`config.mk`:
```
export PLATFORM = sky130hd
export DESIGN_NAME = bp_hit_select
export DESIGN_NICKNAME = d
export VERILOG_FILES = /design/src/hdl/bp_pkg.sv /design/src/hdl/bp_hit_select.sv
export VERILOG_INCLUDE_DIRS = /design/src /design/src/hdl
export SDC_FILE = /design/constraint.sdc
export NUM_CORES = 1
export LEC_CHECK = 0
export BUFFER_PORTS_ARGS = -buffer_cell sky130_fd_sc_hd__buf_2
export CORE_AREA = 10 10 100 102
export DETAILED_ROUTE_END_ITERATION = 10
export DIE_AREA = 0 0 110 112
export PLACE_DENSITY = 0.56
export SYNTH_ARGS = -nofsm -noshare
export SYNTH_HDL_FRONTEND = slang
export SYNTH_SLANG_ARGS = --single-unit
```
`constraint.sdc`:
```
create_clock -name vclk -period 4.4
set_input_delay 0.88 -clock vclk [all_inputs]
set_output_delay 0.88 -clock vclk [all_outputs]
set_load 0.01 [all_outputs]
```
`src/hdl/bp_defines.svh`:
```
// ------------------------------
// Predictor sizing macros and derived PC field widths
// ------------------------------
`ifndef BP_DEFINES_SVH
`define BP_DEFINES_SVH

// Fetch block geometry
`define BP_FETCH_WIDTH 4
`define BP_INSN_BYTES  4
`define BP_BLOCK_BYTES (`BP_FETCH_WIDTH * `BP_INSN_BYTES)

// Table sizes
`define BP_BTB_ENTRIES 16
`define BP_GHR_LEN     8
`define BP_PHT_ROWS    (1 << `BP_GHR_LEN)

// Virtual address and its fields, low to high
// offset | slot | bank index | tag
`define BP_VADDR_W   32
`define BP_OFFSET_W  $clog2(`BP_INSN_BYTES)
`define BP_SLOT_W    $clog2(`BP_FETCH_WIDTH)
`define BP_INDEX_W   $clog2(`BP_BTB_ENTRIES)
`define BP_BLOCK_LSB (`BP_OFFSET_W + `BP_SLOT_W)
`define BP_TAG_W     (`BP_VADDR_W - `BP_INDEX_W - `BP_BLOCK_LSB)

`endif
```
`src/hdl/bp_pkg.sv`:
```
// ------------------------------
// Shared predictor types: requests, BTB entries, results
// ------------------------------
`default_nettype none

`include "bp_defines.svh"

package bp_pkg;

  // Address pieces
  typedef logic [`BP_VADDR_W-1:0] vaddr_t;
  typedef logic [`BP_SLOT_W-1:0]  slot_t;
  typedef logic [`BP_INDEX_W-1:0] btb_index_t;
  typedef logic [`BP_TAG_W-1:0]   btb_tag_t;
  typedef logic [`BP_GHR_LEN-1:0] ghr_t;

  // Branch kind, one bit
  typedef enum logic {
    BR_COND = 1'b0,
    BR_JUMP = 1'b1
  } br_kind_e;

  // Fetch search strobe
  typedef struct packed {
    logic   valid;
    vaddr_t pc;
  } fetch_req_t;

  // Resolved branch from the back end
  typedef struct packed {
    logic     valid;
    vaddr_t   pc;
    vaddr_t   target;
    br_kind_e kind;
    logic     taken;
  } br_upd_t;

  typedef struct packed {
    logic     valid;
    btb_tag_t tag;
    vaddr_t   target;
    br_kind_e kind;
  } btb_entry_t;

  // s1 BTB lookup result
  typedef struct packed {
    logic     hit;
    slot_t    slot;
    vaddr_t   target;
    br_kind_e kind;
  } btb_s1_t;

  // s2 final prediction
  typedef struct packed {
    logic   valid;
    logic   taken;
    vaddr_t target;
  } pred_s2_t;

  // One 2-bit counter per slot
  typedef logic [`BP_FETCH_WIDTH-1:0][1:0] pht_row_t;

endpackage

`default_nettype wire

```
`src/hdl/bp_hit_select.sv`:
```
// ------------------------------
// s1 pick of the first hitting slot at or after offset
// ------------------------------
`timescale 1ns/100ps
`default_nettype none

`include "bp_defines.svh"

module bp_hit_select (
  input  wire                        i_clk,
  input  wire                        i_arst_n,
  input  wire                        i_s1_valid,
  input  bp_pkg::slot_t              i_s1_offset,
  input  wire [`BP_FETCH_WIDTH-1:0]  i_hit,
  input  bp_pkg::btb_entry_t         i_entries [`BP_FETCH_WIDTH],
  output bp_pkg::btb_s1_t            o_s1_btb
);

  logic [`BP_FETCH_WIDTH-1:0] w_masked;
  bp_pkg::slot_t              w_sel;

  // Slots before the fetch offset are not on the fetch path
  always_comb begin
    for (int i = 0; i < `BP_FETCH_WIDTH; i++) begin
      w_masked[i] = i_s1_valid && i_hit[i] && (i >= int'(i_s1_offset));
    end
  end

  // Walk down from the top so the lowest hit wins
  always_comb begin
    w_sel = '0;
    for (int i = `BP_FETCH_WIDTH - 1; i >= 0; i--) begin
      if (w_masked[i]) begin
        w_sel = bp_pkg::slot_t'(i);
      end
    end
  end

  // ------------------------------
  // s1 result
  // ------------------------------
  assign o_s1_btb.hit  = |w_masked;
  assign o_s1_btb.slot = w_sel;

  // Payload is zero on a miss
  assign o_s1_btb.target = o_s1_btb.hit ? i_entries[w_sel].target : '0;
  assign o_s1_btb.kind   = o_s1_btb.hit ? i_entries[w_sel].kind : bp_pkg::BR_COND;

  // Selected slot must come from a bank hit on a valid entry
  a_sel_is_hit: assert property (
    @(posedge i_clk) disable iff (!i_arst_n)
      o_s1_btb.hit |-> i_hit[o_s1_btb.slot] && i_entries[o_s1_btb.slot].valid
  );

endmodule

`default_nettype wire

```
==> summary.md, run 1 <==
| Metric | Value |
|---|---|
| Worst Path Max Fanout | `38` |
| Post-CTS setup buffers | `0` |
| Max cap viols | `0` |
| Ports | `277` |
| Seq. cell area | `0 µm²` |
| Cts repair resizes | `0` |
| Top cell by count, worst path | `buf_2` |
| Min-Delay Startpoint | `i_hit[3]` |
| F_max | `281 MHz` |
| Global-route wire length before repair | `approximately 9.5 mm` |
| Fin util | `25.1%` |
| Status | `complete, no violations` |
| Fin Setup TNS | `0 ps` |
| First-pass DRT Iterations | `4` |
| Avg Inst Size Synth | `8.74 µm²` |
| Seq/Total Area, Yosys | `0%` |
| Critical path buffer and inverter count | `3` |
| I/O Buffers | `between 150 and 200` |
| Routed Antenna Nets | `0` |
| Initial antenna violation count | `0` |
| Netlist Area Pre-Place | `between 1000 and 1500 µm²` |
| Vias in the first global route | `~1900` |
| Setup crit start kind | `input port` |
| Switching Share | `between 40% and 50%` |
| Slowest CP cell | `buf_4` |
| Simple-gate share of the synthesized area | `between 5 and 6%` |
| Post-synthesis compound-gate area fraction | `between 20 and 25%` |
| Setup violators final | `0` |
| Routed len/inst | `between 15 and 20 µm` |
| Drt total wl | `6.54 mm` |
| Period utilization | `between 80% and 90%` |
| Switching power total | `roughly 110 µW` |
| Largest family of logic cells by synthesized area | `multiplexers` |
| Worst EP arrival | `between 2000 and 3000 ps` |
| Cells after Synth | `between 100 and 150` |
| Worst EP required | `roughly 3500 ps` |
| Crit-path cells | `buf_2 > or3b_4 > o311ai_4 > buf_4 > mux2i_1 > o22ai_1 > buf_2` |
| Final Hold Slack | `around 2100 ps` |
| Post-DP HPWL | `between 5 and 6 mm` |
| RSZ-0062 raised after global routing | `no` |
| Largest net degree at the start of global routing | `39` |
| Clk_buf instances | `0` |
| Initial DRC Count | `between 40 and 50` |
| Type of the tightest min-delay check | `input port to primary output` |
| Ranking of synthesized cells by area | `mux2i_1 (60%), o22ai_1 (19%), buf_12 (7.2%)` |
| Grt ovf | `0` |
| Reg power frac | `0%` |
| Yosys top cell by area | `mux2i_1` |
| Post-Syn Nets | `around 370` |
| DR vias/cell | `between 4 and 5` |
| # rows | `33` |
| Slew Viols, Final | `0` |
| Logic pwr share | `100.0%` |
| Placed cell count | `397` |
| Cell area after layout | `between 2000 and 2500 µm²` |
| Nets@finish | `roughly 540` |
| Hold buffers post-CTS | `0` |
| Post-synthesis cell type count | `16` |
| Worst IR drop on VDD | `0.0588 mV` |
| Post-Synth XOR/XNOR Area | `0%` |
| Slew margin rel. | `approximately 51%` |
| Core area | `about 8100 µm²` |
| Internal power | `around 120 µW` |
| Die area | `~12000 µm²` |
| Crit Path Class | `input port to primary output` |
| Initial Util | `between 10 and 15%` |
| Cell family with most CP delay | `buffers and inverters` |
| Worst-Margin Slew | `between 700 and 800 ps` |
| Synth Area in Adders | `0%` |
| Clock power share | `0%` |
| Die X | `between 100 and 150 µm` |
| Synth warnings | `0` |
| Worst Setup End Kind | `primary output` |
| CP Launch Point | `i_s1_offset[1]` |
| Pwr dens | `~110 nW/µm²` |
| Sequential cell count | `0` |
| RD Place Congestion | `between 0.8 and 0.9` |
| CP max stage delay | `approximately 560 ps` |
| Post-synthesis mux area share | `roughly 60%` |
| Synth-to-Final Area Change | `82.0%` |
| Area share of the largest cell type after synthesis | `between 50 and 60%` |
| Area post-placement | `~2000 µm²` |
| Final Hold Vio Count | `0` |
| Die Ht | `112 µm` |
| Vias | `~1700` |
| Share of post-route cells with drive strength above 1 | `63.4%` |
| Minimum clock period | `roughly 3600 ps` |
| Pleak | `between 1 and 1.5 nW` |
| DRC viols | `0` |
| Non-Filler Instances | `between 300 and 400` |
| Overall Global Routing Usage | `under 10%` |
## logic make-up after synthesis
logic type,Yosys count
AND/OR/NAND/NOR,8
multiplexers,66
buffers and inverters,16
AO/OA/AOI/OAI,37
## area by class of cell
cell class         count  area, µm²
inverters              2       7.51
fillers              903       6030
well taps            105        131
diodes                 1       2.50
multi-input cells    111        972
repair buffers       179        906
## power by group through the flow
stage          combinational, mW    clock [mW]  sequential, mW
6_report                   0.224  0.0000000304               0
5_1_grt                    0.247             0               0
4_1_cts                    0.228             0               0
3_5_place_dp               0.228             0               0
3_3_place_gp               0.223             0               0
2_1_floorplan              0.129             0               0
## tightest hold or removal path: stages
cell and delay (ps):
buf_2 100, o21ai_1 80, nand2_1 60, buf_2 130
## layout by cell type, fill, tap and decap left out, drive strengths merged
cell type | netlist | layout
a21boi | 1 | 1
and3 | 1 | 1
buf | 8 | 179
diode | 0 | 1
inv | 2 | 2
mux2i | 66 | 66
nand2 | 1 | 1
nand2b | 1 | 1
nor2b | 4 | 4
o21ai | 2 | 2
o22ai | 33 | 33
o311ai | 1 | 1
or3b | 1 | 1
## path summary, 6_finish.rpt
path | depth (start not counted) | endpoint
setup / recovery | 7 | o_s1_btb[14]
hold / removal | 4 | o_s1_btb[35]
## synth_stat cells (all sizes together)
cell type / count
o22ai: 33
buf: 8
nand2b: 1
nor2b: 4
clkbuf: 6
or3b: 1
inv: 2
nand2: 1
o311ai: 1
a21boi: 1
and3: 1
mux2i: 66
o21ai: 2
## metrics by stage
step	total power [mW]	setup slack, ps
floorplan	0.129	1490
global placement	0.223	871
detailed placement	0.228	835
CTS	0.228	834
global route	0.247	712
finish	0.224	838
## per-layer routing
metal | GRT usage, % | wire length [µm] | up-vias | part of all wire [%]
li1 | - | - | 841 | -
met3 | 3.69 | 812 | 2 | 12
met5 | 0 | 0 | - | 0
met4 | 0.260 | 14 | 0 | 0.21
met1 | 10.6 | 2580 | 729 | 39
met2 | 15.9 | 3130 | 101 | 48
Power figures use the tool's default switching activity.
==> run 2: changes to the inputs <==
--- a/config.mk
+++ b/config.mk
@@ -10,7 +10,7 @@
 export CORE_AREA = 10 10 100 102
 export DETAILED_ROUTE_END_ITERATION = 10
 export DIE_AREA = 0 0 110 112
-export PLACE_DENSITY = 0.56
+export PLACE_DENSITY = 0.58
 export SYNTH_ARGS = -nofsm -noshare
 export SYNTH_HDL_FRONTEND = slang
 export SYNTH_SLANG_ARGS = --single-unit
==> constraint.sdc (replaced) <==
create_clock -name vclk -period 3.2
set_input_delay 0.64 -clock vclk [all_inputs]
set_output_delay 0.64 -clock vclk [all_outputs]
set_load 0.01 [all_outputs]
==> run 2 against run 1 <==
Combinational power is 47% higher; setup slack lost 550 ps; non-clock buffer count grew 10; largest cell class is now non-clock buffers; highest routed layer unchanged; die area did not move; cell count rose by 2.3%; largest power group unchanged.
==> summary.md, run 2 (synthesis gave the netlist of run 1 again) <==
| Metric | Value |
|---|---|
| RD Place Congestion | `0.744 (was 0.803)` |
| Clock power share | `0% (about the same)` |
| Setup crit start kind | `input port (unchanged)` |
| Clk_buf instances | `0 (unchanged)` |
| Vias | `1705 (was 1673)` |
| Synth-to-Final Area Change | `92.6% (was 82.0%)` |
| Worst-Margin Slew | `401 ps (was 734 ps)` |
| Internal power | `178 µW (was 117 µW)` |
| Routed len/inst | `15.9 µm (was 16.4 µm)` |
| Logic pwr share | `100.0% (about the same)` |
| Global-route wire length before repair | `9.59 mm (was 9.47 mm)` |
| Grt ovf | `0 (unchanged)` |
| Sequential cell count | `0 (unchanged)` |
| Diodes inserted | `0 (was 1)` |
| RSZ-0062 raised after global routing | `no (unchanged)` |
| Die Ht | `112 µm (unchanged)` |
| Crit Path Class | `input port to primary output (unchanged)` |
| Setup violators final | `0 (unchanged)` |
| Type of the tightest min-delay check | `input port to primary output (unchanged)` |
| F_max | `between 300 and 400 MHz` |
| Period utilization | `between 90% and 100%` |
| Hold buffers post-CTS | `0 (unchanged)` |
| Worst IR drop on VDD | `0.0587 mV (was 0.0588 mV)` |
| Final Hold Vio Count | `0 (unchanged)` |
| Worst Path Max Fanout | `22 (was 38)` |
| DRC viols | `0 (unchanged)` |
| Post-DP HPWL | `5.61 mm (was 5.75 mm)` |
| Slew Viols, Final | `0 (unchanged)` |
| Ports | `277 (unchanged)` |
| Fin util | `26.5% (was 25.1%)` |
| DR vias/cell | `4.19 (was 4.20)` |
| Core area | `8050 µm² (unchanged)` |
| Initial antenna violation count | `0 (unchanged)` |
| Reg power frac | `0% (about the same)` |
| Die X | `110 µm (unchanged)` |
| Area of the multi-input gates | `980 µm² (was 972 µm²)` |
| Vias in the first global route | `1953 (was 1866)` |
| Non-Filler Instances | `407 (was 398)` |
| Worst EP required | `2560 ps (was 3520 ps)` |
| Commonest non-fill, non-tap cell in the layout | `buf_2 (unchanged)` |
| Routed Antenna Nets | `0 (unchanged)` |
| Placed cell count | `402 (was 397)` |
| Share of post-route cells with drive strength above 1 | `64.6% (was 63.4%)` |
| Pleak | `1.44 nW (was 1.37 nW)` |
| Minimum clock period | `~2900 ps` |
| Seq. cell area | `0 µm² (unchanged)` |
| Switching power total | `151 µW (was 107 µW)` |
| Slew margin rel. | `73.2% (was 51.1%)` |
| Die area | `12300 µm² (unchanged)` |
| Initial DRC Count | `80 (was 44)` |
| I/O Buffers | `175 (unchanged)` |
| Drt total wl | `6.46 mm (was 6.54 mm)` |
| Switching Share | `45.9% (was 47.7%)` |
| Fillers | `888 (was 903)` |
| # rows | `33 (unchanged)` |
| Overall Global Routing Usage | `9.16% (was 9.12%)` |
| Largest net degree at the start of global routing | `35 (was 39)` |
| Initial Util | `13.8% (unchanged)` |
| Nets@finish | `545 (was 535)` |
| Status | `complete, no violations (unchanged)` |
| Worst Setup End Kind | `primary output (unchanged)` |
| Max cap viols | `0 (unchanged)` |
| Pwr dens | `154 nW/µm² (was 111 nW/µm²)` |
| First-pass DRT Iterations | `4 (unchanged)` |
| Worst EP arrival | `2270 ps (was 2680 ps)` |
| Most frequent cells in the layout | `buf_2 (175), mux2i_1 (66), o22ai_1 (33) (unchanged)` |
[run 2: what timing repair did]
action                     in CTS  in global routing
setup endpoints to repair      29                  0
gates resized for setup         0                  0
setup buffers                   5                  0
[run 2: routing by layer]
metal / track usage [%] / up-vias / share of wire [%]
met2: 16.3 / 99 / 48
met3: 3.75 / 2 / 13
met1: 10.4 / 745 / 39
li1: - / 859 / -
met4: 0.260 / 0 / 0.28
met5: 0 / - / 0
[run 2: path summary, 6_finish.rpt]
check,from,endpoint,slack [ps],cells past startpoint
worst max-delay path,i_s1_offset[1],o_s1_btb[3],290,9
worst min-delay path,i_hit[3],o_s1_btb[35],1660,4
[run 2: worst max-delay path: stages]
cell and delay, ps:
buf_2 110, buf_4 130, or3b_4 400, o311ai_4 110, buf_4 180, buf_12 180
mux2i_1 250, o22ai_1 90, buf_2 160
[run 2: cell type report]
class	count	share of cell area, %
tap	105	6.15
inverter	2	0.351
timing repair buffer	189	47.7
multi-input combinational	111	45.8
[run 2: power groups by stage]
stage / registers (mW) / logic (mW) / clock network [mW]
finish: 0 / 0.330 / 0
global route: 0 / 0.361 / 0
CTS: 0 / 0.335 / 0
detailed placement: 0 / 0.325 / 0
global placement: 0 / 0.317 / 0
floorplan: 0 / 0.178 / 0
[run 2: metrics by stage]
stage | cell area, µm² | setup TNS [ps] | total power, mW | worst slack [ps] | hold slack (ps)
finish | 2140 | 0 | 0.330 | 293 | 1660
global route | 2140 | 0 | 0.361 | 221 | 1680
CTS | 2140 | 0 | 0.335 | 280 | 1660
detailed placement | 2090 | -2490 | 0.325 | -142 | 1660
global placement | 2090 | -1370 | 0.317 | -116 | 1650
floorplan | 1110 | 0 | 0.178 | 775 | 1430
==> run 3: changes to the inputs <==
--- a/config.mk
+++ b/config.mk
@@ -10,7 +10,7 @@
 export CORE_AREA = 10 10 100 102
 export DETAILED_ROUTE_END_ITERATION = 10
 export DIE_AREA = 0 0 110 112
-export PLACE_DENSITY = 0.58
+export PLACE_DENSITY = 0.62
 export SYNTH_ARGS = -nofsm -noshare
 export SYNTH_HDL_FRONTEND = slang
 export SYNTH_SLANG_ARGS = --single-unit
==> run 3 against run 2 <==
Critical path depth fell by 2; highest routed layer unchanged; routed wire length up 2.5%; die area unchanged.
==> summary.md, run 3 (synthesis gave the netlist of run 1 again) <==
| Metric | Value |
|---|---|
| Post-DP HPWL | `5.95 mm (was 5.61 mm)` |
| CP Launch Point | `i_s1_offset[0] (was i_s1_offset[1])` |
| Nets@finish | `537 (was 545)` |
| Slew Viols, Final | `0 (unchanged)` |
| I/O Buffers | `175 (unchanged)` |
| Setup violators final | `0 (unchanged)` |
| Drt total wl | `6.62 mm (was 6.46 mm)` |
| Post-CTS setup buffers | `0 (was 5)` |
| Pwr dens | `154 nW/µm² (about the same)` |
| Commonest non-fill, non-tap cell in the layout | `buf_2 (unchanged)` |
| Max cap viols | `0 (unchanged)` |
| Clk_buf instances | `0 (unchanged)` |
| Vias in the first global route | `1952 (was 1953)` |
| Final Hold Vio Count | `0 (unchanged)` |
| RSZ-0062 raised after global routing | `no (unchanged)` |
| Status | `complete, no violations (unchanged)` |
| Worst Path Max Fanout | `37 (was 22)` |
| WHS Path Cells | `4 (unchanged)` |
| Largest net degree at the start of global routing | `38 (was 35)` |
| Fin Setup TNS | `0 ps (unchanged)` |
| Ports | `277 (unchanged)` |
| First-pass DRT Iterations | `4 (unchanged)` |
| DRC viols | `0 (unchanged)` |
| Minimum clock period | `2810 ps (was 2910 ps)` |
| Seq. cell area | `0 µm² (unchanged)` |
| Core area | `8050 µm² (unchanged)` |
| # rows | `33 (unchanged)` |
| Share of post-route cells with drive strength above 1 | `63.6% (was 64.6%)` |
| Routed len/inst | `16.5 µm (was 15.9 µm)` |
| DR vias/cell | `4.25 (was 4.19)` |
| Worst IR drop on VDD | `0.0776 mV (was 0.0587 mV)` |
| RD Place Congestion | `0.793 (was 0.744)` |
| Slew margin rel. | `76.4% (was 73.2%)` |
| Global-route wire length before repair | `9.72 mm (was 9.59 mm)` |
| Type of the tightest min-delay check | `input port to primary output (unchanged)` |
| Crit Path Class | `input port to primary output (unchanged)` |
| Non-Filler Instances | `400 (was 407)` |
| Initial antenna violation count | `1 (was 0)` |
| Period utilization | `87.7% (was 90.8%)` |
| Most frequent cells in the layout | `buf_2 (175), mux2i_1 (66), o22ai_1 (33) (unchanged)` |
| Worst-Margin Slew | `353 ps (was 401 ps)` |
| Sequential cell count | `0 (unchanged)` |
| Die Ht | `112 µm (unchanged)` |
| Placed cell count | `399 (was 402)` |
| Die area | `12300 µm² (unchanged)` |
| Routed Antenna Nets | `0 (unchanged)` |
| Hold buffers post-CTS | `0 (unchanged)` |
| Pleak | `1.39 nW (was 1.44 nW)` |
| Worst Setup End Kind | `primary output (unchanged)` |
| Setup crit start kind | `input port (unchanged)` |
| Worst EP arrival | `2170 ps (was 2270 ps)` |
| Worst EP required | `2560 ps (about the same)` |
| Min-Delay Startpoint | `i_hit[3] (unchanged)` |
| Synth-to-Final Area Change | `85.6% (was 92.6%)` |
| Die X | `110 µm (unchanged)` |
| Overall Global Routing Usage | `9.43% (was 9.16%)` |
| Initial DRC Count | `67 (was 80)` |
| Initial Util | `13.8% (unchanged)` |
| Grt ovf | `0 (unchanged)` |
| Fillers | `919 (was 888)` |
| F_max | `356 MHz (was 344 MHz)` |
| Cts repair resizes | `0 (unchanged)` |
| Vias | `1701 (was 1705)` |
| Final Hold Slack | `1660 ps (about the same)` |
## run 3: changes by cell type in the layout (fill, tap and decap cells not counted), sizes merged
cell,change
diode,+1
buf,-8
## run 3: cell type report
| type | instances | area (µm²) | share of cell area (%) |
|---|---|---|---|
| tap | 105 | 131 | 6.38 |
| inverter | 2 | 7.51 | 0.365 |
| antenna | 1 | 2.50 | 0.122 |
| multi-input combinational | 111 | 972 | 47.2 |
| timing repair buffer | 181 | 946 | 45.9 |
## run 3: stage by stage
step                      power (mW)  area (µm²)  utilization, %  setup slack, ps
after global routing           0.349        2060            25.5              263
after CTS                      0.321        2060            25.5              351
after global placement         0.313        2060            25.5              380
after floorplan                0.178        1110               -              775
final                          0.317        2060            25.6              394
after detailed placement       0.320        2060            25.5              353
## run 3: report_power, final
| group | switching, mW | internal (mW) |
|---|---|---|
| Combinational | 0.149 | 0.168 |
| Clock | 0 | 0.0000000418 |
| Sequential | 0 | 0 |
| Total | 0.149 | 0.168 |
## run 3: layer usage
layer | GRT usage (%) | routed length [µm] | up-vias
met4 | 0.260 | 14 | 0
met1 | 10.7 | 2530 | 753
met3 | 3.86 | 889 | 2
li1 | - | - | 841
met5 | 0 | 0 | -
met2 | 16.8 | 3190 | 105
## run 3: worst max-delay path, cell delays in order
cell      delay (ps)
buf_2            120
and3_4           180
o311ai_4         380
buf_12           300
mux2i_1          260
o22ai_1          100
buf_2            150
## run 3: path summary, 6_finish.rpt
kind / endpoint / slack, ps
max: o_s1_btb[10] / 390
min: o_s1_btb[35] / 1660
