[src/hdl/bp_defines.svh]
// ------------------------------
// Predictor sizing macros and derived PC field widths
// ------------------------------
`ifndef BP_DEFINES_SVH
`define BP_DEFINES_SVH

// Fetch block geometry
`define BP_FETCH_WIDTH 4
`define BP_INSN_BYTES  4
`define BP_BLOCK_BYTES (`BP_FETCH_WIDTH * `BP_INSN_BYTES)

// Table sizes
`define BP_BTB_ENTRIES 16
`define BP_GHR_LEN     8
`define BP_PHT_ROWS    (1 << `BP_GHR_LEN)

// Virtual address and its fields, low to high
// offset | slot | bank index | tag
`define BP_VADDR_W   32
`define BP_OFFSET_W  $clog2(`BP_INSN_BYTES)
`define BP_SLOT_W    $clog2(`BP_FETCH_WIDTH)
`define BP_INDEX_W   $clog2(`BP_BTB_ENTRIES)
`define BP_BLOCK_LSB (`BP_OFFSET_W + `BP_SLOT_W)
`define BP_TAG_W     (`BP_VADDR_W - `BP_INDEX_W - `BP_BLOCK_LSB)

`endif
[src/hdl/bp_pkg.sv]
// ------------------------------
// Shared predictor types: requests, BTB entries, results
// ------------------------------
`default_nettype none

`include "bp_defines.svh"

package bp_pkg;

  // Address pieces
  typedef logic [`BP_VADDR_W-1:0] vaddr_t;
  typedef logic [`BP_SLOT_W-1:0]  slot_t;
  typedef logic [`BP_INDEX_W-1:0] btb_index_t;
  typedef logic [`BP_TAG_W-1:0]   btb_tag_t;
  typedef logic [`BP_GHR_LEN-1:0] ghr_t;

  // Branch kind, one bit
  typedef enum logic {
    BR_COND = 1'b0,
    BR_JUMP = 1'b1
  } br_kind_e;

  // Fetch search strobe
  typedef struct packed {
    logic   valid;
    vaddr_t pc;
  } fetch_req_t;

  // Resolved branch from the back end
  typedef struct packed {
    logic     valid;
    vaddr_t   pc;
    vaddr_t   target;
    br_kind_e kind;
    logic     taken;
  } br_upd_t;

  typedef struct packed {
    logic     valid;
    btb_tag_t tag;
    vaddr_t   target;
    br_kind_e kind;
  } btb_entry_t;

  // s1 BTB lookup result
  typedef struct packed {
    logic     hit;
    slot_t    slot;
    vaddr_t   target;
    br_kind_e kind;
  } btb_s1_t;

  // s2 final prediction
  typedef struct packed {
    logic   valid;
    logic   taken;
    vaddr_t target;
  } pred_s2_t;

  // One 2-bit counter per slot
  typedef logic [`BP_FETCH_WIDTH-1:0][1:0] pht_row_t;

endpackage

`default_nettype wire

[src/hdl/bp_btb_bank.sv]
// ------------------------------
// One direct-mapped tagged BTB bank, registered read
// ------------------------------
`timescale 1ns/100ps
`default_nettype none

`include "bp_defines.svh"

module bp_btb_bank (
  input  wire                 i_clk,
  input  wire                 i_arst_n,
  input  bp_pkg::btb_index_t  i_rd_index,
  input  bp_pkg::btb_tag_t    i_rd_tag,
  input  wire                 i_wr_en,
  input  bp_pkg::btb_index_t  i_wr_index,
  input  bp_pkg::btb_entry_t  i_wr_entry,
  output bp_pkg::btb_entry_t  o_entry,
  output logic                o_hit
);

  // Valid bits, cleared on reset
  logic [`BP_BTB_ENTRIES-1:0] r_valid;

  // Payload arrays
  bp_pkg::btb_tag_t  r_tag    [`BP_BTB_ENTRIES];
  bp_pkg::vaddr_t    r_target [`BP_BTB_ENTRIES];
  bp_pkg::br_kind_e  r_kind   [`BP_BTB_ENTRIES];

  // s1 read data and search tag
  logic              r_rd_valid;
  bp_pkg::btb_tag_t  r_rd_tag;
  bp_pkg::btb_tag_t  r_rd_entry_tag;
  bp_pkg::vaddr_t    r_rd_target;
  bp_pkg::br_kind_e  r_rd_kind;

  // ------------------------------
  // Write port
  // ------------------------------
  always_ff @(posedge i_clk or negedge i_arst_n) begin
    if (!i_arst_n) begin
      r_valid <= '0;
    end else if (i_wr_en) begin
      r_valid[i_wr_index] <= i_wr_entry.valid;
    end
  end

  always_ff @(posedge i_clk) begin
    if (i_wr_en) begin
      r_tag[i_wr_index]    <= i_wr_entry.tag;
      r_target[i_wr_index] <= i_wr_entry.target;
      r_kind[i_wr_index]   <= i_wr_entry.kind;
    end
  end

  // ------------------------------
  // Read port
  // ------------------------------
  // Array sampled at s0 edge, so a same-cycle write is not seen
  always_ff @(posedge i_clk or negedge i_arst_n) begin
    if (!i_arst_n) begin
      r_rd_valid <= 1'b0;
    end else begin
      r_rd_valid <= r_valid[i_rd_index];
    end
  end

  always_ff @(posedge i_clk) begin
    r_rd_tag       <= i_rd_tag;
    r_rd_entry_tag <= r_tag[i_rd_index];
    r_rd_target    <= r_target[i_rd_index];
    r_rd_kind      <= r_kind[i_rd_index];
  end

  assign o_entry.valid  = r_rd_valid;
  assign o_entry.tag    = r_rd_entry_tag;
  assign o_entry.target = r_rd_target;
  assign o_entry.kind   = r_rd_kind;

  // Tag compare at s1
  assign o_hit = r_rd_valid && (r_rd_entry_tag == r_rd_tag);

  a_wr_index_known: assert property (
    @(posedge i_clk) disable iff (!i_arst_n) i_wr_en |-> !$isunknown(i_wr_index)
  );

endmodule

`default_nettype wire

[config.mk]
export PLATFORM = sky130hd
export DESIGN_NAME = bp_btb_bank
export DESIGN_NICKNAME = d
export VERILOG_FILES = /design/src/hdl/bp_pkg.sv /design/src/hdl/bp_btb_bank.sv
export VERILOG_INCLUDE_DIRS = /design/src /design/src/hdl
export SDC_FILE = /design/constraint.sdc
export NUM_CORES = 1
export LEC_CHECK = 0
export BUFFER_PORTS_ARGS = -buffer_cell sky130_fd_sc_hd__buf_4
export CAP_MARGIN = 0
export CORE_UTILIZATION = 52
export DETAILED_ROUTE_END_ITERATION = 7
export PLACE_DENSITY = 0.83
export SYNTH_ARGS = -nofsm -noshare
export SYNTH_HDL_FRONTEND = slang
export SYNTH_SLANG_ARGS = --single-unit
export TNS_END_PERCENT = 30
[constraint.sdc]
create_clock -name i_clk -period 1.1 [get_ports i_clk]
set_input_delay 0.055 -clock i_clk [delete_from_list [all_inputs] [get_ports i_clk]]
set_output_delay 0.055 -clock i_clk [all_outputs]
set_load 0.1 [all_outputs]
==> metrics.md, run 1 <==
| Metric | Value |
|---|---|
| HPWL after detailed placement | `52.2 mm` |
| Final setup violation count | `117` |
| Clock sinks | `1,010` |
| Chip height | `268 um` |
| GPL Wtd Cong | `0.755` |
| Worst r2r dst | `r_rd_entry_tag[3]` |
| Ports | `152` |
| Crit Reg-Reg Startpoint | `r_tag[11][3]` |
| Cell area after synthesis | `36,800 sq um` |
| Slew @ Worst Pin | `0.620 ns` |
| Syn Area/Cell | `23.4 sq um` |
| Wire per inst | `30.0 um` |
| Setup crit end kind | `primary output` |
| Max H-tree Level | `3` |
| Sequential element share of the synthesized area | `80.1%` |
| GR Overflow Total | `0` |
| Hold WC Path Type | `input port to flop` |
| Largest fanout on the critical path | `2` |
| Final net count | `2,143` |
| PwrDens | `1830 nW/um^2` |
| Area growth from synthesis to final layout | `29.0%` |
| Antenna viol nets, final | `0` |
| Root Buffer | `clkbuf_16` |
| Max-cap viol count | `0` |
| Net Count, Synth | `1,665` |
| Power Total | `86.6 mW` |
| Dpl ws | `-0.974 ns` |
| Crit start category | `flop` |
| Vias in the first global route | `19,800` |
| Unrepaired setup endpoints after global routing | `true` |
| Worst Path Arrival | `2.15 ns` |
| CTS tree | `yes` |
| Synth cell types | `24` |
| Global-route wire length before repair | `132 mm` |
| TNS Setup | `-21.99 ns` |
| Number of port buffers | `151` |
| DR vias | `19,000` |
| Largest net degree at the start of global routing | `41` |
| Final core occ | `67.7%` |
| Slew Viols, Final | `0` |
| Kind of critical path | `flop to primary output` |
| Synth Register Bits | `1,010` |
| Min cycle time layout | `2.20 ns` |
| Clk pin slew, worst setup/hold paths | `0.06 ns` |
| HP Start | `i_rd_index[3]` |
| Worst slew margin | `58.5%` |
| TritonCTS buffer count | `95` |
| Row count | `97` |
| Synth warn | `0` |
| WHS Endpoint | `r_rd_target[11]` |
| Gr usage total | `26.0%` |
| Die area | `71,800 sq um` |
| Post-Synthesis Cells | `1,572` |
| Final worst slack | `-1.10 ns` |
| Share of layout cells above drive strength 1 | `45.4%` |
| Leakage | `15.8 nW` |
| DR pass1 iterations | `7` |
| Fin. Hold Viols | `0` |
| Fmax | `0.454 GHz` |
| Placed Area | `41,900 sq um` |
| VDD IR max | `0.00117 V` |
| Worst-Skew Late Latency | `0.66 ns` |
| WHS Path Cells | `4` |
| Drt drc | `0` |
| Failing checks | `setup timing` |
| R2r worst-path depth | `3` |
| Worst EP required | `1.04 ns` |
| Status | `complete, but fails checks` |
| Starting Density | `52.5%` |
| Initial antenna violation count | `5` |
| WL final | `92.2 mm` |
| Final instance area | `47,400 sq um` |
| Number of filler cells placed in the layout | `3,911` |
| Via density | `6.20` |
| Worst reg2reg setup slack | `-0.37 ns` |
| Max clock buf depth | `3` |
| Worst Skew | `0.0211 ns` |
| Period utilization | `200%` |
| Starting DRT DRC Count | `2,452` |
| Die width | `268 um` |
| Core Area | `70,000 sq um` |
## cell usage in the layout (no fill, tap or decap), types with 3 or more instances in the layout
cell           count
nor3_4             4
clkinv_1          11
clkbuf_8           9
xor2_1            14
nand2_1           44
edfxtp_1         912
diode_2            3
buf_4            203
bufinv_16         15
xnor2_1            9
dfxtp_2           28
clkbuf_1          18
mux4_2           232
a22oi_1           20
clkinv_2          17
buf_6              9
dfxtp_1           24
a22oi_2           96
mux2_2            16
dfrtp_1           16
dlygate4sd3_1     86
clkinv_4           4
nand2_2           15
dfxtp_4           29
nor2_4            13
buf_12           161
clkinvlp_4         3
clkbuf_16         97
## worst max-delay path by stage
stage | startpoint | slack, ns | endpoint
2_1_floorplan | i_wr_index[2] | -1.42 | r_valid[0]
3_3_place_gp | r_rd_entry_tag[19] | -0.94 | o_hit
3_5_place_dp | r_rd_entry_tag[19] | -0.97 | o_hit
4_1_cts | r_rd_tag[4] | -1.19 | o_hit
5_1_grt | r_rd_tag[4] | -1.22 | o_hit
6_report | r_rd_entry_tag[1] | -1.10 | o_hit
## final cells by class
cell class | count | area, sq um | area share [%]
antenna | 3 | 7.51 | 0.0158
clock buffer | 124 | 2620 | 5.52
clock inverter | 53 | 676 | 1.42
multi-input combinational | 482 | 7640 | 16.1
sequential | 1010 | 29600 | 62.4
tap | 940 | 1180 | 2.48
timing repair buffer | 461 | 5740 | 12.1
## layer usage
layer  up-vias  wire length (um)  GRT usage, %
li1       7627                 -             -
met2      1183             47600          44.2
met5         -                26             0
met4         4              2510          7.92
met3       183              7810          3.92
met1     10000             34200          34.9
## where the power goes
part / leakage, nW / switching (mW) / internal (mW)
clock: 1.61 / 14.3 / 20.4
sequential: 9.14 / 0.662 / 43.0
combinational: 5.07 / 4.73 / 3.57
## synth_stat cells
master | instances | area, sq um
buf_1 | 12 | 45.0
clkbuf_1 | 31 | 116
nand3b_1 | 2 | 15.0
buf_6 | 9 | 101
and2_1 | 1 | 6.26
buf_4 | 13 | 97.6
nor2_1 | 13 | 48.8
nor3_1 | 5 | 25.0
mux2_2 | 16 | 180
nand2b_1 | 2 | 12.5
buf_2 | 15 | 75.1
nand3_1 | 3 | 15.0
a22oi_1 | 116 | 871
xor2_1 | 15 | 131
nor4_1 | 4 | 25.0
dfxtp_1 | 81 | 1620
nand4_1 | 2 | 12.5
or3b_2 | 1 | 8.76
dfrtp_1 | 17 | 425
nor2b_1 | 2 | 12.5
mux4_2 | 232 | 5230
edfxtp_1 | 912 | 27400
xnor2_1 | 9 | 78.8
nand2_1 | 59 | 221
## metrics by stage
stage | cells | hold slack (ns)
after floorplan | 1572 | -0.241
after global placement | 2802 | -0.0777
after detailed placement | 2802 | -0.0720
after CTS | 3064 | 0.00810
after global routing | 3071 | 0.0462
final | 3073 | 0.0452
## worst max-delay path, cell delays in order, from the launching register on
cell and delay [ns]:
dfxtp_4 0.35, xor2_1 0.23, nor4_2 0.37, nand3_4 0.12, nor4_4 0.16, buf_6 0.26
## logic make-up after synthesis
logic type	count (synthesis)	share of synthesized area [%]
XOR/XNOR	24	0.572
flip-flops	1010	80.1
buffers and inverters	80	1.18
multiplexers	248	14.7
AO/OA/AOI/OAI	116	2.37
AND/OR/NAND/NOR	94	1.10
## flip-flops by register name (all words and copies together), names as in the netlist
name / flops
r_kind: 16
r_target: 512
r_rd_target: 32
r_rd_tag: 24
r_rd_valid: 1
r_valid: 16
r_rd_entry_tag: 24
r_tag: 384
r_rd_kind: 1
## timing repair
action / in CTS / in global routing
buffers inserted: 1 / 4
endpoints found under the hold margin: 970 / 18
gates resized for setup: 141 / 203
hold buffers: 85 / 2
setup endpoints to repair: 117 / 134
pin swaps: 43 / 68
Note: power is estimated with default switching activity, not from simulation.
==> inputs of run 2 (changes only) <==
Settings changed: CELL_PAD_IN_SITES_DETAIL_PLACEMENT set to 1, CELL_PAD_IN_SITES_GLOBAL_PLACEMENT set to 1, CORE_UTILIZATION 52 to 49, PLACE_DENSITY 0.83 to 0.86.
==> run 2 against run 1 <==
  * The flow still finishes with violations (setup timing)
  * Setup slack worse by 0.079 ns
  * Clock-buffer cell count is 3 lower
  * Maximum frequency is 3.5% lower
  * Largest cell class unchanged
  * Highest routed layer unchanged
==> metrics.md, run 2 (synthesis results as in run 1) <==
| Metric | Value |
|---|---|
| Most flops, register | `r_target` |
| Min cycle time layout | `2.28 ns (+0.0791 ns)` |
| Starting Density | `49.5% (-3.0 points)` |
| HPWL after detailed placement | `61.5 mm (+18%)` |
| Clock sinks | `1,010 (unchanged)` |
| CTS tree | `yes` |
| Leakage | `15.9 nW (+0.48%)` |
| Max-cap viol count | `0 (unchanged)` |
| Fmax | `0.438 GHz (-3.5%)` |
| Final worst slack | `-1.18 ns (-0.0791 ns)` |
| Chip height | `276 um (+3.0%)` |
| Most common cell after layout, fill and taps aside | `edfxtp_1` |
| TNS Setup | `-26.41 ns (-4.42 ns)` |
| Failing checks | `setup timing` |
| Area growth from synthesis to final layout | `29.8%` |
| Kind of critical path | `flop to primary output` |
| Hold WC Path Type | `input port to flop` |
| Die area | `76,100 sq um (+6.1%)` |
| Worst slew margin | `68.1% (+9.6 points)` |
| Final net count | `2,149 (+0.28%)` |
| Ports | `152 (unchanged)` |
| Worst Skew | `0.0345 ns (+0.0134 ns)` |
| Gr usage total | `31.0% (+5.0 points)` |
| Die width | `276 um (+3.0%)` |
| Global-route wire length before repair | `162 mm (+23%)` |
| WL final | `116 mm (+26%)` |
| Max clock buf depth | `3 (unchanged)` |
| GR Overflow Total | `0 (unchanged)` |
| Fin. Hold Viols | `0 (unchanged)` |
| Setup crit end kind | `primary output` |
| Final setup violation count | `117 (unchanged)` |
| Placed Area | `42,100 sq um (+0.69%)` |
| Unrepaired setup endpoints after global routing | `true` |
| Slew Viols, Final | `0 (unchanged)` |
| Crit start category | `flop` |
| Worst Path Arrival | `2.23 ns (+0.08 ns)` |
| DR vias | `20,000 (+4.9%)` |
| Max H-tree Level | `3 (unchanged)` |
| Period utilization | `207% (+7.2 points)` |
| Wire per inst | `37.2 um (+24%)` |
| VDD IR max | `0.00151 V (+29%)` |
| Row count | `100 (+3.1%)` |
| Initial antenna violation count | `5 (unchanged)` |
| R2r worst-path depth | `3 (unchanged)` |
| Number of port buffers | `151 (unchanged)` |
| Worst-Skew Late Latency | `0.69 ns (+0.03 ns)` |
| Antenna viol nets, final | `0 (unchanged)` |
| GPL Wtd Cong | `0.767 (+1.6%)` |
| Vias in the first global route | `21,200 (+7.1%)` |
| Drt drc | `0 (unchanged)` |
| Clk pin slew, worst setup/hold paths | `0.06 ns (about the same)` |
| WHS Path Cells | `2 (-2)` |
| Slew @ Worst Pin | `0.474 ns (-0.146 ns)` |
| Worst EP required | `1.04 ns (about the same)` |
| Largest net degree at the start of global routing | `32 (-22%)` |
| Max reg flops | `512 (unchanged)` |
| TritonCTS buffer count | `98 (+3.2%)` |
| Largest fanout on the critical path | `2 (unchanged)` |
| Largest registers | `r_target x512, r_tag x384, r_rd_target x32` |
| Most frequent cells in the layout | `edfxtp_1, mux4_2, buf_4` |
| DR pass1 iterations | `5 (-2)` |
| Core Area | `74,300 sq um (+6.1%)` |
| Starting DRT DRC Count | `2,644 (+7.8%)` |
| Final instance area | `47,700 sq um (+0.56%)` |
| Worst Hold Margin | `0.0266 ns (-0.0186 ns)` |
| Status | `complete, but fails checks` |
| Via density | `6.42 (+3.6%)` |
| Share of layout cells above drive strength 1 | `45.9% (+0.47 points)` |
| PwrDens | `1840 nW/um^2 (+1.1%)` |
| Root Buffer | `clkbuf_16` |
run 2: cell count changes in the layout (fill, tap and decap cells not counted), sizes merged:
cell | previous run | this run
clkbuf | 124 | 121
clkinv | 34 | 40
clkinvlp | 3 | 5
buf | 375 | 380
inv | 1 | 9
dlygate4sd3 | 86 | 84
diode | 3 | 2
bufinv | 15 | 10
run 2: where the power goes:
| part | total, mW | internal (mW) | switching, mW |
|---|---|---|---|
| combinational | 8.69 | 3.60 | 5.10 |
| sequential | 43.9 | 43.0 | 0.870 |
| clock | 35.4 | 19.5 | 15.9 |
| total | 88.0 | 66.1 | 21.9 |
run 2: worst paths after layout:
kind	startpoint	endpoint	slack, ns
min in group asynchronous	i_arst_n	r_valid[12]	0.45
hold reg to reg	r_valid[2]	r_valid[2]	0.56
setup reg to reg	r_target[1][13]	r_rd_target[13]	-0.42
max in group asynchronous	i_arst_n	r_valid[4]	0.41
hold / removal	i_rd_tag[23]	r_rd_tag[23]	0.03
setup / recovery	r_rd_entry_tag[14]	o_hit	-1.18
run 2: final cells by class:
| type | instances | area, sq um |
|---|---|---|
| sequential | 1010 | 29600 |
| fill | 5863 | 26600 |
| multi-input combinational | 482 | 7650 |
| timing repair buffer | 464 | 5950 |
| clock buffer | 121 | 2610 |
| tap | 969 | 1210 |
| clock inverter | 64 | 669 |
| antenna | 2 | 5.00 |
run 2: metrics by stage:
step | total power [mW] | std cells | setup slack [ns] | util [%]
5_1_grt | 89.5 | 3112 | -1.26 | 64.2
4_1_cts | 87.3 | 3107 | -1.17 | 63.9
3_5_place_dp | 51.4 | 2838 | -0.692 | 56.7
2_1_floorplan | 48.3 | 1572 | -1.42 | -
3_3_place_gp | 50.9 | 2838 | -0.587 | 56.7
6_report | 88.0 | 3112 | -1.18 | 64.2
run 2: timing repair:
item / CTS / global route
endpoints found under the hold margin: 969 / 17
gates resized for setup: 319 / 34
buffers inserted: 1 / 2
setup endpoints to repair: 117 / 134
hold buffers: 84 / 1
pin swaps: 93 / 22
run 2: metal layers:
layer / up-vias / track usage, % / share of wire (%)
li1: 7640 / - / -
met1: 10600 / 38.6 / 35
met2: 1462 / 53.8 / 52
met3: 293 / 5.10 / 8.3
met4: 2 / 13.4 / 4.3
met5: - / 0 / 0.011
run 2: worst max-delay path, stage by stage, from the launching register on:
cell and delay, ns:
dfxtp_4 0.38, xor2_1 0.15, nor4_1 0.32, nand3_1 0.17, nor4_4 0.26, buf_6 0.26
==> inputs of run 3 (changes only) <==
Settings changed: ABC_AREA set to 1, CORE_UTILIZATION 49 to 45.
==> run 3 against run 2 <==
  * The run ends with hold timing, setup timing left
  * Critical path depth up 4
  * Sequential power about the same
  * Global-route usage up 3.3 points
  * Utilization down 5.7 points
  * Clock skew up 0.0091 ns
  * Critical endpoint unchanged
  * Synthesized cell count up 110%
  * Cell count up 61%
  * Clock power up 4%
  * Largest power group unchanged
  * Routed wire length up 37%
  * Die area up 17%
==> metrics.md, run 3 <==
| Metric | Value |
|---|---|
| Largest net degree at the start of global routing | `55 (+72%)` |
| Worst reg2reg setup slack | `-0.24 ns (+0.18 ns)` |
| Hold WC Path Type | `input port to flop` |
| Sw Pwr | `24.2 mW (+11%)` |
| Leakage | `19.2 nW (+21%)` |
| Crit Reg-Reg Startpoint | `r_target[2][17]` |
| Ports | `152 (unchanged)` |
| Slew @ Worst Pin | `0.403 ns (-0.0707 ns)` |
| Kind of critical path | `flop to primary output` |
| Wire per inst | `31.6 um (-15%)` |
| Setup crit end kind | `primary output` |
| Worst Skew | `0.0436 ns (+0.00907 ns)` |
| DR pass1 iterations | `5 (unchanged)` |
| Slowest CP cell | `dfxtp_4` |
| Max H-tree Level | `3 (unchanged)` |
| Internal power | `66.7 mW (+0.94%)` |
| Main synth FF type | `edfxtp_1` |
| FFs w/ async S/R, synth | `1.68% (unchanged)` |
| Main combinational cell family by area after synthesis | `simple AND/OR/NAND/NOR gates` |
| Sequential element share of the synthesized area | `74.2% (-5.9 points)` |
| GR Overflow Total | `0 (unchanged)` |
| Sequential share of power | `48.1% (-1.8 points)` |
| Cell Chain, Critical Path | `inv_1, nand2_1, nand2_2, nor2_2, nand2_2, nor2_4, nand2_2, nor2_4, buf_12` |
| Final worst slack | `-1.04 ns (+0.137 ns)` |
| Antenna viol nets, final | `0 (unchanged)` |
| Register Area | `29,600 sq um (-0.12%)` |
| GPL Wtd Cong | `0.818 (+6.7%)` |
| Chip height | `299 um (+8.3%)` |
| Dominant cell by count in the synthesized netlist | `edfxtp_1` |
| Multi-input gate area | `9070 sq um (+18%)` |
| Clock sinks | `1,010 (unchanged)` |
| Placed Area | `44,800 sq um (+6.3%)` |
| TNS Setup | `-19.98 ns (+6.43 ns)` |
| Most instantiated cells after synthesis | `edfxtp_1, nand2_1, nor2_1` |
| HP Start | `i_wr_index[2]` |
| Number of filler cells placed in the layout | `8,480 (+45%)` |
| Worst EP required | `1.04 ns (about the same)` |
| TritonCTS buffer count | `101 (+3.1%)` |
| PwrDens | `1790 nW/um^2 (-3.1%)` |
| Sw frac | `26.6% (+1.8 points)` |
| Cell area after synthesis | `39,700 sq um (+7.9%)` |
| Cell taking the most area after synthesis | `edfxtp_1` |
| Fmax | `0.466 GHz (+6.4%)` |
| Xor and xnor area share after synthesis | `0.0883% (-0.48 points)` |
| Synth warn | `0 (unchanged)` |
| HPWL after detailed placement | `78.9 mm (+28%)` |
| Adder-Cell Fraction of Synth Area | `0% (unchanged)` |
| Largest fanout on the critical path | `3 (+1)` |
| Via density | `6.22 (-3.0%)` |
| Clk pin slew, worst setup/hold paths | `0.06 ns (about the same)` |
| Worst-Skew Late Latency | `0.73 ns (+0.04 ns)` |
| WL final | `158 mm (+37%)` |
| Dominant cells by area after synthesis | `edfxtp_1, nand2_1, nand3_1` |
| Comb pwr share | `11.5% (+1.6 points)` |
| Final instance area | `50,900 sq um (+6.6%)` |
| Final core occ | `58.5% (-5.7 points)` |
| Row count | `108 (+8.0%)` |
| Initial antenna violation count | `5 (unchanged)` |
| Area growth from synthesis to final layout | `28.3%` |
| Max clock buf depth | `3 (unchanged)` |
| CTS tree | `yes` |
| Unrepaired setup endpoints after global routing | `true` |
| CP dominant cell by count | `nand2_2` |
| Failing checks | `hold timing, setup timing` |
| Largest registers | `r_target x512, r_tag x384, r_rd_target x32` |
| Most flops, register | `r_target` |
| VDD IR max | `0.00135 V (-11%)` |
| Worst Hold Margin | `-0.107 ns (-0.134 ns)` |
| Global-route wire length before repair | `224 mm (+38%)` |
| WHS Path Cells | `4 (+2)` |
| Net Count, Synth | `3,413 (+100%)` |
| Final setup violation count | `110 (-6.0%)` |
| Worst slew margin | `73.1% (+5.0 points)` |
| Final net count | `3,858 (+80%)` |
| Gr usage total | `34.3% (+3.3 points)` |
| Worst r2r dst | `r_rd_target[17]` |
| CP max stage delay | `0.36 ns (-0.02 ns)` |
| Most common cell after layout, fill and taps aside | `edfxtp_1` |
| Period utilization | `195% (-12 points)` |
| Syn Area/Cell | `11.9 sq um (-49%)` |
| Min cycle time layout | `2.14 ns (-0.137 ns)` |
| Synth cell types | `24 (unchanged)` |
| Synth Area in Compound Gates | `5.54% (+3.2 points)` |
| Core Area | `87,000 sq um (+17%)` |
| Placed Instances | `4,700 (+66%)` |
| Die width | `299 um (+8.3%)` |
| Power Total | `90.9 mW (+3.4%)` |
| WHS Endpoint | `r_valid[0]` |
| Crit start category | `flop` |
| EDFF count, synth | `912 (unchanged)` |
| Starting Density | `45.6% (-3.9 points)` |
| Starting DRT DRC Count | `4,415 (+67%)` |
| R2r worst-path depth | `6 (+3)` |
| Vias in the first global route | `33,700 (+59%)` |
| Synth top area share | `69.1% (-5.4 points)` |
| DR vias | `31,200 (+56%)` |
| Most frequent cells in the layout | `edfxtp_1, nand2_1, nor2_1` |
| Max reg flops | `512 (unchanged)` |
| Worst Path Arrival | `2.09 ns (-0.14 ns)` |
| Simple-gate share of the synthesized area | `15.7% (+15 points)` |
| Number of port buffers | `151 (unchanged)` |
| Die area | `89,300 sq um (+17%)` |
| Worst Setup SP | `r_rd_entry_tag[1]` |
| Multiplexer share of the synthesized area | `0% (-15 points)` |
| Post-Synthesis Cells | `3,320 (+110%)` |
| Root Buffer | `clkbuf_16` |
| Drt drc | `0 (unchanged)` |
| Fin. Hold Viols | `2 (+2)` |
| Max-cap viol count | `0 (unchanged)` |
| Status | `complete, but fails checks` |
| Final std cells w/o fill | `5,010 (+61%)` |
| Share of layout cells above drive strength 1 | `21.3% (-25 points)` |
| Slew Viols, Final | `0 (unchanged)` |
| Synth Register Bits | `1,010 (unchanged)` |
| Clk pwr share | `40.4% (about the same)` |
| Dpl ws | `-0.520 ns (+0.172 ns)` |
-- run 3: cell types whose count changed after synthesis, moves of 57 or more --
cell      previous run  this run
a22oi_1            116         0
buf_2               15        72
inv_1                0       201
mux4_2             232         0
nand2_1             59       737
nand3_1              3       359
nor2_1              13       441
o211ai_1             0       142
o21ai_0              0       216
-- run 3: routing by layer --
layer	track usage, %	wire, um	part of all wire (%)
met1	38.3	52000	33
met4	22.6	11700	7.4
met5	0	34	0.021
met3	6.55	14500	9.2
met2	59.8	79900	51
-- run 3: kinds of logic (layout without fill, tap and decap cells) --
family | count (synthesis) | after routing
other | 0 | 3
XOR/XNOR | 4 | 4
buffers and inverters | 399 | 931
flip-flops | 1010 | 1010
AND/OR/NAND/NOR | 1539 | 1539
AO/OA/AOI/OAI | 368 | 368
-- run 3: worst max-delay path, delay by kind of cell (launching register included) --
kind          cells  cell delay [ns]
simple gates      7             0.79
buf+inv           2             0.23
flops             1             0.36
-- run 3: cell type report --
| cell class | instances | area share (%) |
|---|---|---|
| Inverter | 204 | 1.57 |
| Clock buffer | 156 | 5.94 |
| Multi-Input combinational cell | 1911 | 17.8 |
| Tap cell | 1155 | 2.84 |
| Antenna cell | 3 | 0.0148 |
| Timing Repair Buffer | 537 | 13.0 |
| Clock inverter | 34 | 0.713 |
| Sequential cell | 1010 | 58.1 |
-- run 3: what timing repair did --
action | 4_1_cts | 5_1_grt
setup endpoints to repair | 106 | 764
hold buffers | 106 | 2
cloned | 0 | 1
gates resized for setup | 339 | 145
hold endpoints to repair | 985 | 19
pin swaps | 23 | 53
buffers inserted | 7 | 16
-- run 3: power by group through the flow --
stage / sequential (mW) / combinational [mW] / clock (mW)
finish: 43.7 / 10.4 / 36.8
global route: 43.8 / 10.7 / 37.8
CTS: 43.6 / 9.78 / 36.0
detailed placement: 44.2 / 8.31 / 0
global placement: 44.1 / 7.87 / 0
floorplan: 45.8 / 3.02 / 0
-- run 3: worst max-delay path by stage --
stage | end | slack, ns | cells past startpoint
floorplan | r_kind[7] | -0.98 | 3
global placement | o_hit | -0.52 | 7
detailed placement | o_hit | -0.52 | 7
CTS | o_hit | -0.99 | 7
global route | o_hit | -1.05 | 9
finish | o_hit | -1.04 | 9
